<file path="config.mk">
export PLATFORM = sky130hd
export DESIGN_NAME = synth_top
export DESIGN_NICKNAME = d
export VERILOG_FILES = /design/src/common/synth_pkg.sv /design/src/common/cmd_pkg.sv /design/src/source/synth_top.sv /design/src/source/i2s_tx.sv /design/src/voice/voice_osc.sv /design/src/voice/noise_lfsr.sv /design/src/source/note_clock.sv /design/src/source/uart_cmd_rx.sv
export SDC_FILE = /design/constraint.sdc
export NUM_CORES = 1
export LEC_CHECK = 0
export BUFFER_PORTS_ARGS = -buffer_cell sky130_fd_sc_hd__buf_2
export CAP_MARGIN = 25
export CORE_AREA = 5 5 138 140
export DETAILED_ROUTE_END_ITERATION = 16
export DIE_AREA = 0 0 143 145
export GPL_TIMING_DRIVEN = 0
export HOLD_SLACK_MARGIN = 0.12
export MAX_ROUTING_LAYER = met4
export SYNTH_ARGS = -nofsm -noshare
export SYNTH_HDL_FRONTEND = slang
export SYNTH_SLANG_ARGS = --single-unit
</file>
<file path="constraint.sdc">
create_clock -name clk -period 11.97 [get_ports clk]
set_clock_uncertainty 0.2 [all_clocks]
set_input_delay 1.7955 -clock clk [delete_from_list [all_inputs] [get_ports clk]]
set_output_delay 1.7955 -clock clk [all_outputs]
set_load 0.05 [all_outputs]
</file>
<file path="src/common/synth_pkg.sv">
package synth_pkg;

    // One audio sample, unsigned
    typedef logic [7:0] sample_t;

    // Note index is octave * 12 + semitone
    typedef logic [5:0] note_t;

    typedef enum logic [1:0] {
        WAVE_TRI    = 2'd0,
        WAVE_SAW    = 2'd1,
        WAVE_SQUARE = 2'd2
    } wave_e;

    localparam int    NOTE_COUNT   = 60;     // Notes 60..63 fall back to the default
    localparam note_t DEFAULT_NOTE = 6'd33;  // A4

    localparam int SEMITONES = 12;

    // Clock counts for the lowest octave, C to B
    // Higher octaves halve these by a right shift per octave
    localparam logic [23:0] BASE_PERIOD [0:SEMITONES-1] = '{
        24'd191572,  // C
        24'd180360,  // C#
        24'd170262,  // D
        24'd160714,  // D#
        24'd151516,  // E
        24'd143172,  // F
        24'd135134,  // F#
        24'd127550,  // G
        24'd120482,  // G#
        24'd113636,  // A
        24'd107526,  // A#
        24'd101734   // B
    };

    localparam int PERIOD_W = 24;

    // Fibonacci LFSR, feedback into bit 0
    localparam logic [15:0] LFSR_SEED = 16'hACE1;
    localparam logic [15:0] LFSR_TAPS = 16'hB400;  // Bits 15, 13, 12, 10

    // Serial word, sample repeated in both bytes
    localparam int I2S_WORD_BITS = 16;

endpackage
</file>
<file path="src/common/cmd_pkg.sv">
package cmd_pkg;

    // Command characters on the UART
    localparam logic [7:0] CMD_NOISE_ON  = "N";
    localparam logic [7:0] CMD_NOISE_OFF = "F";
    localparam logic [7:0] CMD_TRI       = "T";
    localparam logic [7:0] CMD_SAW       = "S";
    localparam logic [7:0] CMD_SQUARE    = "Q";

    // Note view of a command byte
    typedef struct packed {
        logic [1:0]       tag;   // Ignored by the decoder
        synth_pkg::note_t note;
    } cmd_note_t;

    // Any byte that is no command character is read as a note
    typedef union packed {
        logic [7:0] raw;
        cmd_note_t  fields;
    } cmd_byte_u;

endpackage

</file>
<file path="src/source/synth_top.sv">
module synth_top #(
    parameter int CLKS_PER_BIT = 434,
    parameter int PERIOD_SHIFT = 0
) (
    input  logic clk,
    input  logic rst_n,
    input  logic rx,
    output logic sck,
    output logic ws,
    output logic sd
);
    import synth_pkg::*;

    note_t   note;
    wave_e   wave;
    logic    noise_en;
    logic    tick;
    sample_t noise;
    sample_t sample;

    uart_cmd_rx #(
        .CLKS_PER_BIT(CLKS_PER_BIT)
    ) u_uart_cmd_rx (
        .clk     (clk),
        .rst_n   (rst_n),
        .rx      (rx),
        .note    (note),
        .wave    (wave),
        .noise_en(noise_en)
    );

    note_clock #(
        .PERIOD_SHIFT(PERIOD_SHIFT)
    ) u_note_clock (
        .clk  (clk),
        .rst_n(rst_n),
        .note (note),
        .tick (tick)
    );

    noise_lfsr u_noise_lfsr (
        .clk  (clk),
        .rst_n(rst_n),
        .tick (tick),
        .noise(noise)
    );

    voice_osc u_voice_osc (
        .clk     (clk),
        .rst_n   (rst_n),
        .tick    (tick),
        .wave    (wave),
        .noise_en(noise_en),
        .noise   (noise),
        .sample  (sample)
    );

    i2s_tx u_i2s_tx (
        .clk   (clk),
        .rst_n (rst_n),
        .sample(sample),
        .sck   (sck),
        .ws    (ws),
        .sd    (sd)
    );

endmodule

</file>
<file path="src/source/i2s_tx.sv">
module i2s_tx (
    input  logic               clk,
    input  logic               rst_n,
    input  synth_pkg::sample_t sample,
    output logic               sck,
    output logic               ws,
    output logic               sd
);
    import synth_pkg::*;

    localparam int BIT_W = $clog2(I2S_WORD_BITS);

    logic [BIT_W-1:0]         bit_cnt;
    logic [I2S_WORD_BITS-1:0] word;
    logic [I2S_WORD_BITS-1:0] shreg;
    logic                     sck_fall;

    assign word     = {sample, sample};
    assign sck_fall = sck;  // sck is high on the edge that drops it

    always_ff @(posedge clk) begin
        if (!rst_n) begin
            sck     <= 1'b0;
            ws      <= 1'b0;
            sd      <= 1'b0;
            bit_cnt <= '0;
        end else begin
            sck <= ~sck;
            if (sck_fall) begin
                bit_cnt <= bit_cnt + 1'b1;  // Wraps at word end
                if (bit_cnt == '0) begin
                    ws <= ~ws;
                    sd <= word[I2S_WORD_BITS-1];
                end else begin
                    sd <= shreg[I2S_WORD_BITS-1];
                end
            end
        end
    end

    // MSB goes out straight from the capture
    always_ff @(posedge clk) begin
        if (sck_fall) begin
            if (bit_cnt == '0) begin
                shreg <= {word[I2S_WORD_BITS-2:0], 1'b0};
            end else begin
                shreg <= {shreg[I2S_WORD_BITS-2:0], 1'b0};
            end
        end
    end

    a_ws_on_boundary: assert property (@(posedge clk) disable iff (!rst_n)
        $changed(ws) |-> ($past(sck) && $past(bit_cnt) == '0));

endmodule

</file>
<file path="src/voice/voice_osc.sv">
module voice_osc (
    input  logic               clk,
    input  logic               rst_n,
    input  logic               tick,
    input  synth_pkg::wave_e   wave,
    input  logic               noise_en,
    input  synth_pkg::sample_t noise,
    output synth_pkg::sample_t sample
);
    import synth_pkg::*;

    sample_t phase;
    sample_t shaped;

    always_ff @(posedge clk) begin
        if (!rst_n) begin
            phase <= '0;
        end else if (tick) begin
            phase <= phase + 1'b1;
        end
    end

    always_comb begin
        case (wave)
            WAVE_SAW: begin
                shaped = phase;
            end
            WAVE_SQUARE: begin
                shaped = phase[7] ? 8'hFF : 8'h00;
            end
            default: begin
                // Rising half doubles, falling half mirrors
                shaped = phase[7] ? ~{phase[6:0], 1'b0} : {phase[6:0], 1'b0};
            end
        endcase
        if (noise_en) begin
            shaped = noise;
        end
    end

    // Sample follows the phase step by one cycle
    always_ff @(posedge clk) begin
        if (!rst_n) begin
            sample <= '0;
        end else begin
            sample <= shaped;
        end
    end

endmodule

</file>
<file path="src/voice/noise_lfsr.sv">
module noise_lfsr (
    input  logic               clk,
    input  logic               rst_n,
    input  logic               tick,
    output synth_pkg::sample_t noise
);
    import synth_pkg::*;

    logic [15:0] lfsr;

    always_ff @(posedge clk) begin
        if (!rst_n) begin
            lfsr  <= LFSR_SEED;
            noise <= '0;
        end else if (tick) begin
            lfsr  <= {lfsr[14:0], ^(lfsr & LFSR_TAPS)};
            noise <= lfsr[15:8];  // Upper byte before this step
        end
    end

    // Zero state would lock the register up
    a_lfsr_alive: assert property (@(posedge clk) disable iff (!rst_n)
        lfsr != '0);

endmodule

</file>
<file path="src/source/note_clock.sv">
module note_clock #(
    parameter int PERIOD_SHIFT = 0
) (
    input  logic             clk,
    input  logic             rst_n,
    input  synth_pkg::note_t note,
    output logic             tick
);
    import synth_pkg::*;

    note_t               note_q;
    note_t               note_eff;
    logic [2:0]          octave;
    logic [3:0]          semitone;
    logic [PERIOD_W-1:0] period;
    logic [PERIOD_W-1:0] cnt;
    logic                restart;

    always_comb begin
        note_eff = (note < NOTE_COUNT) ? note : DEFAULT_NOTE;
        octave   = 3'(note_eff / SEMITONES);
        semitone = 4'(note_eff % SEMITONES);
        // One octave up halves the period
        period   = BASE_PERIOD[semitone] >> (octave + PERIOD_SHIFT);
    end

    assign restart = (note != note_q);

    // Down counter, tick on reaching zero
    always_ff @(posedge clk) begin
        if (!rst_n) begin
            note_q <= '0;
            cnt    <= period - 1'b1;  // Period of the reset note
            tick   <= 1'b0;
        end else begin
            note_q <= note;
            tick   <= 1'b0;
            if (restart) begin
                cnt <= period - 1'b1;
            end else if (cnt == '0) begin
                cnt  <= period - 1'b1;
                tick <= 1'b1;
            end else begin
                cnt <= cnt - 1'b1;
            end
        end
    end

    a_period_nonzero: assert property (@(posedge clk) disable iff (!rst_n)
        period != '0);

endmodule

</file>
<file path="src/source/uart_cmd_rx.sv">
module uart_cmd_rx #(
    parameter int CLKS_PER_BIT = 434
) (
    input  logic             clk,
    input  logic             rst_n,
    input  logic             rx,
    output synth_pkg::note_t note,
    output synth_pkg::wave_e wave,
    output logic             noise_en
);
    import synth_pkg::*;
    import cmd_pkg::*;

    localparam int CNT_W = $clog2(CLKS_PER_BIT);
    localparam logic [CNT_W-1:0] BIT_LAST  = CNT_W'(CLKS_PER_BIT - 1);
    localparam logic [CNT_W-1:0] HALF_LAST = CNT_W'(CLKS_PER_BIT / 2 - 1);

    typedef enum logic [1:0] {
        ST_IDLE,
        ST_START,
        ST_DATA,
        ST_STOP
    } rx_state_e;

    rx_state_e        state;
    logic [CNT_W-1:0] clk_cnt;
    logic [3:0]       bit_idx;
    logic             byte_done;  // Good stop bit seen
    cmd_byte_u        rx_byte;

    always_ff @(posedge clk) begin
        if (!rst_n) begin
            state     <= ST_IDLE;
            clk_cnt   <= '0;
            bit_idx   <= '0;
            byte_done <= 1'b0;
        end else begin
            byte_done <= 1'b0;
            case (state)
                ST_IDLE: begin
                    clk_cnt <= '0;
                    if (!rx) begin
                        state <= ST_START;
                    end
                end
                ST_START: begin
                    if (clk_cnt == HALF_LAST) begin
                        clk_cnt <= '0;
                        state   <= rx ? ST_IDLE : ST_DATA;  // Mid start bit must still be low
                    end else begin
                        clk_cnt <= clk_cnt + 1'b1;
                    end
                end
                ST_DATA: begin
                    if (clk_cnt == BIT_LAST) begin
                        clk_cnt <= '0;
                        if (bit_idx == 4'd7) begin
                            bit_idx <= '0;
                            state   <= ST_STOP;
                        end else begin
                            bit_idx <= bit_idx + 1'b1;
                        end
                    end else begin
                        clk_cnt <= clk_cnt + 1'b1;
                    end
                end
                default: begin
                    if (clk_cnt == BIT_LAST) begin
                        clk_cnt   <= '0;
                        byte_done <= rx;  // Framing error drops the byte
                        state     <= ST_IDLE;
                    end else begin
                        clk_cnt <= clk_cnt + 1'b1;
                    end
                end
            endcase
        end
    end

    // LSB arrives first
    always_ff @(posedge clk) begin
        if (state == ST_DATA && clk_cnt == BIT_LAST) begin
            rx_byte.raw <= {rx, rx_byte.raw[7:1]};
        end
    end

    always_ff @(posedge clk) begin
        if (!rst_n) begin
            note     <= '0;
            wave     <= WAVE_TRI;
            noise_en <= 1'b0;
        end else if (byte_done) begin
            case (rx_byte.raw)
                CMD_NOISE_ON:  noise_en <= 1'b1;
                CMD_NOISE_OFF: noise_en <= 1'b0;
                CMD_TRI:       wave     <= WAVE_TRI;
                CMD_SAW:       wave     <= WAVE_SAW;
                CMD_SQUARE:    wave     <= WAVE_SQUARE;
                default:       note     <= rx_byte.fields.note;  // Tag bits ignored
            endcase
        end
    end

    a_bit_idx_range: assert property (@(posedge clk) disable iff (!rst_n)
        (state != ST_DATA) |-> (bit_idx <= 4'd7));

endmodule

</file>
==> results by group <==
Status
  • Status: finished clean

Cells and area
  • Layout net count: ~940
  • Fillers: approximately 1700
  • Ratio of cells with drive above 1 in the final layout: about a tenth
  • ANT cells: 0
  • Layout area overhead: 11.5%
  • Post-Layout Inst Area: 0.00864 mm2
  • Most frequent cells in the layout: dfxtp_1 (100), nand2_1 (86), nor2_1 (63), o21ai_0 (52), clkbuf_1 (35)
  • Commonest non-fill, non-tap cell in the layout: dfxtp_1

Critical path
  • Crit-path slowest cell: o21ai_1
  • Worst setup path end: u_note_clock.cnt[6]$_DFF_P_
  • Crit start category: register
  • CP Max Fanout: 10
  • R2R Setup Slk: 6260 ps
  • Critical Path End Type: register
  • FF-to-FF End: u_note_clock.cnt[6]$_DFF_P_
  • Reg2Reg Launch Point: u_uart_cmd_rx.note[3]$_SDFFE_PN0P_
  • Critical setup path kind: register to register
  • Arrival time at the worst endpoint: 5820 ps
  • Required @ worst endpoint: 12080 ps
  • Worst r2r path cells: 18
  • Crit. Startpoint: u_uart_cmd_rx.note[3]$_SDFFE_PN0P_
  • CP peak stage delay: 820 ps
  • Crit-path cells: buf_2 -> buf_2 -> nand3_1 -> o21ai_1 -> ha_1 -> buf_6 -> and4bb_4 -> a211o_1 -> clkbuf_1 -> clkbuf_1 -> o311ai_0 -> o211ai_1 -> a2bb2oi_1 -> nand2_1 -> ha_1 -> nand4_1 -> or3_1 -> a31o_1

Logic synthesis
  • Post-synth EDFFs: 23
  • Post-Synth XOR/XNOR Area: 6.34%
  • Post-synth top area cell: dfxtp_1
  • Post-synthesis instance total: 888
  • Synth Warn #: 0
  • Share of Yosys cell area claimed by the top area cell type: 25.8%
  • Simple-Gate Fraction of Synth Area: between 20% and 30%
  • Top_reg_cell synth: dfxtp_1
  • Synth area leaders: dfxtp_1 (26%), edfxtp_1 (8.9%), nand2_1 (4.2%)
  • Async S/R FF share, synth: 0%
  • Compound-cell area share of the yosys netlist: a little over a fifth
  • Seq cells post-synth: 123
  • Sequential area share after synthesis: 34.7%
  • Main combinational cell family by area after synthesis: simple AND/OR/NAND/NOR gates
  • Post-Syn Area: 0.00775 mm2
  • Fraction of synthesized area in multiplexers: 6.45%
  • Syn Nets: between 900 and 1000
  • Post-Synth Adder-Cell Area: 3.39%
  • Netlist cell types: just under 100
  • Syn Area/Cell: a little under 9 um2

Timing
  • Fmax: 0.175 GHz
  • Tmin final: 5710 ps
  • Relative slew slack: 34.4%
  • Final Hold Viols: 0
  • RSZ-0062 raised after global routing: no
  • Setup TNS: 0 ps
  • Setup-failing EPs final: 0
  • Hold_ws: 246 ps
  • Final period util: between 40% and 50%
  • Pins over their slew limit: 0
  • Transition time of the tightest slew-check pin: 978 ps

Clocking
  • Clk root buf: clkbuf_16
  • H-tree level count: 4
  • Post-CTS setup buffer count: 0
  • Clk Latency, worst-skew pair: around 420 ps
  • CTS tree: built
  • CTS max path bufs: 2
  • Num CTS Buffers: 17
  • Clock transition at path regs: 60 ps
  • CTS resizes: 0
  • # clock sinks: around 120
  • Post-CTS Hold Fix Bufs: 0

Drt
  • ANT nets after route: 0
  • Vias per cell: around 5.9
  • Residual DRC: 0
  • WL final: between 15000 and 20000 um
  • Pre-antenna DRT Iters: 5
  • Wirelength per Cell: 17.2 um
  • Drt first-iter violations: 642
  • Via count: about 7000

Placement
  • Area after DPL: 0.00808 mm2
  • Number of port buffers: 5
  • GPL Wtd Cong: 0.955
  • HPWL after detailed placement: 14400 um

GRT
  • Total grt overflow: 0
  • Vias in the first global route: between 6000 and 7000
  • First-pass GRT wire length: 32600 um
  • GRT Resource Usage Total: 19.6%
  • Pin count of the biggest net entering global routing: 18
  • Initial antenna violation count: 0

Floorplan
  • Boundary Pins: 6
  • CORE AREA: 0.0177 mm2
  • Initial core utilization: 43.8%
  • Die height: 145 um
  • Die W: 143 um
  • Rows: 49
  • DIE AREA: roughly 0.021 mm2

Pwr
  • Pwr/cell area: 113 mW/mm2
  • Leak: 0.00311 uW
  • VDD IR max: 0.000102 V

Flow run
  • Max Cap Viol: 0

Worst hold path
  • Hold Crit Class: register to register
[state kept, by name (all words and copies together) (netlist names)]
register,flops
u_i2s_tx.shreg,15
u_i2s_tx.bit_cnt,4
u_noise_lfsr.noise,5
u_i2s_tx.sck,1
u_uart_cmd_rx.note,6
u_voice_osc.phase,8
u_uart_cmd_rx.bit_idx,4
u_uart_cmd_rx.clk_cnt,9
u_noise_lfsr.lfsr,16
u_voice_osc.sample,8
u_note_clock.tick,1
u_note_clock.note_q,6
u_i2s_tx.sd,1
u_uart_cmd_rx.byte_done,1
u_uart_cmd_rx.noise_en,1
u_uart_cmd_rx.rx_byte,8
u_note_clock.cnt,24
u_uart_cmd_rx.state,2
u_uart_cmd_rx.wave,2
u_i2s_tx.ws,1
[synthesized netlist by cell type, drive strengths merged (11+ instances only)]
cell	n
and2	27
ha	21
clkbuf	34
xnor2	34
nand4	11
edfxtp	23
nand2	88
nand2b	16
nor2	63
dfxtp	100
o21ai	57
xor2	17
nor3	21
a211oi	13
a21oi	28
inv	23
mux2	16
or3	14
nor2b	24
buf	24
mux2i	32
nand3	22
[layout make-up]
cell class,count,area (um2),share of cell area [%]
Clock inverter,14,139,1.61
Timing Repair Buffer,7,35.0,0.405
Sequential cell,123,2690,31.1
Tap cell,229,287,3.31
Inverter,25,93.8,1.09
Clock buffer,18,429,4.96
Multi-Input combinational cell,682,4690,54.3
Buffer,58,277,3.20
[kinds of logic (layout without fill, tap and decap cells)]
family / after synthesis / count (layout)
compound gates: 221 / 221
mux: 48 / 48
buf+inv: 83 / 122
flops: 123 / 123
xor+xnor: 53 / 53
fa+ha+maj: 21 / 21
simple gates: 339 / 339
[layer usage]
layer,part of all wire (%),GRT usage [%],up-vias
li1,-,-,3326
met1,47,26.5,3212
met2,46,29.6,227
met3,5.4,4.01,46
met4,2.2,6.27,0
met5,0,-,-
[where the power goes]
part / internal [uW] / switching [uW]
clock network: 289 / 205
logic: 19.6 / 25.5
registers: 433 / 7.73
[critical path, delay by kind of cell (launching register included)]
kind	cells	cell delay, ps
AND/OR/NAND/NOR	5	1250
adder cells (fa/ha/maj)	2	520
buffers and inverters	5	1440
flip-flops	1	300
AO/OA/AOI/OAI	6	1890
[per-stage QoR]
stage	setup slack, ps	utilization [%]	total power [uW]	cells
floorplan	7430	-	483	888
global placement	6360	45.5	494	1122
detailed placement	6380	45.6	495	1124
CTS	6400	48.8	989	1156
global route	5840	48.8	1020	1156
finish	6260	48.8	980	1156
[how the worst min path moves through the flow]
stage,startpoint,endpoint,slack [ps],cells past startpoint
finish,u_uart_cmd_rx.rx_byte[6]$_DFFE_PP_,u_uart_cmd_rx.rx_byte[5]$_DFFE_PP_,250,0
global route,u_uart_cmd_rx.rx_byte[6]$_DFFE_PP_,u_uart_cmd_rx.rx_byte[5]$_DFFE_PP_,270,0
global placement,u_uart_cmd_rx.rx_byte[7]$_DFFE_PP_,u_uart_cmd_rx.rx_byte[6]$_DFFE_PP_,230,0
CTS,u_uart_cmd_rx.rx_byte[6]$_DFFE_PP_,u_uart_cmd_rx.rx_byte[5]$_DFFE_PP_,250,0
floorplan,u_uart_cmd_rx.rx_byte[6]$_DFFE_PP_,u_uart_cmd_rx.rx_byte[5]$_DFFE_PP_,230,0
detailed placement,u_uart_cmd_rx.rx_byte[6]$_DFFE_PP_,u_uart_cmd_rx.rx_byte[5]$_DFFE_PP_,230,0
Power figures use the tool's default switching activity.
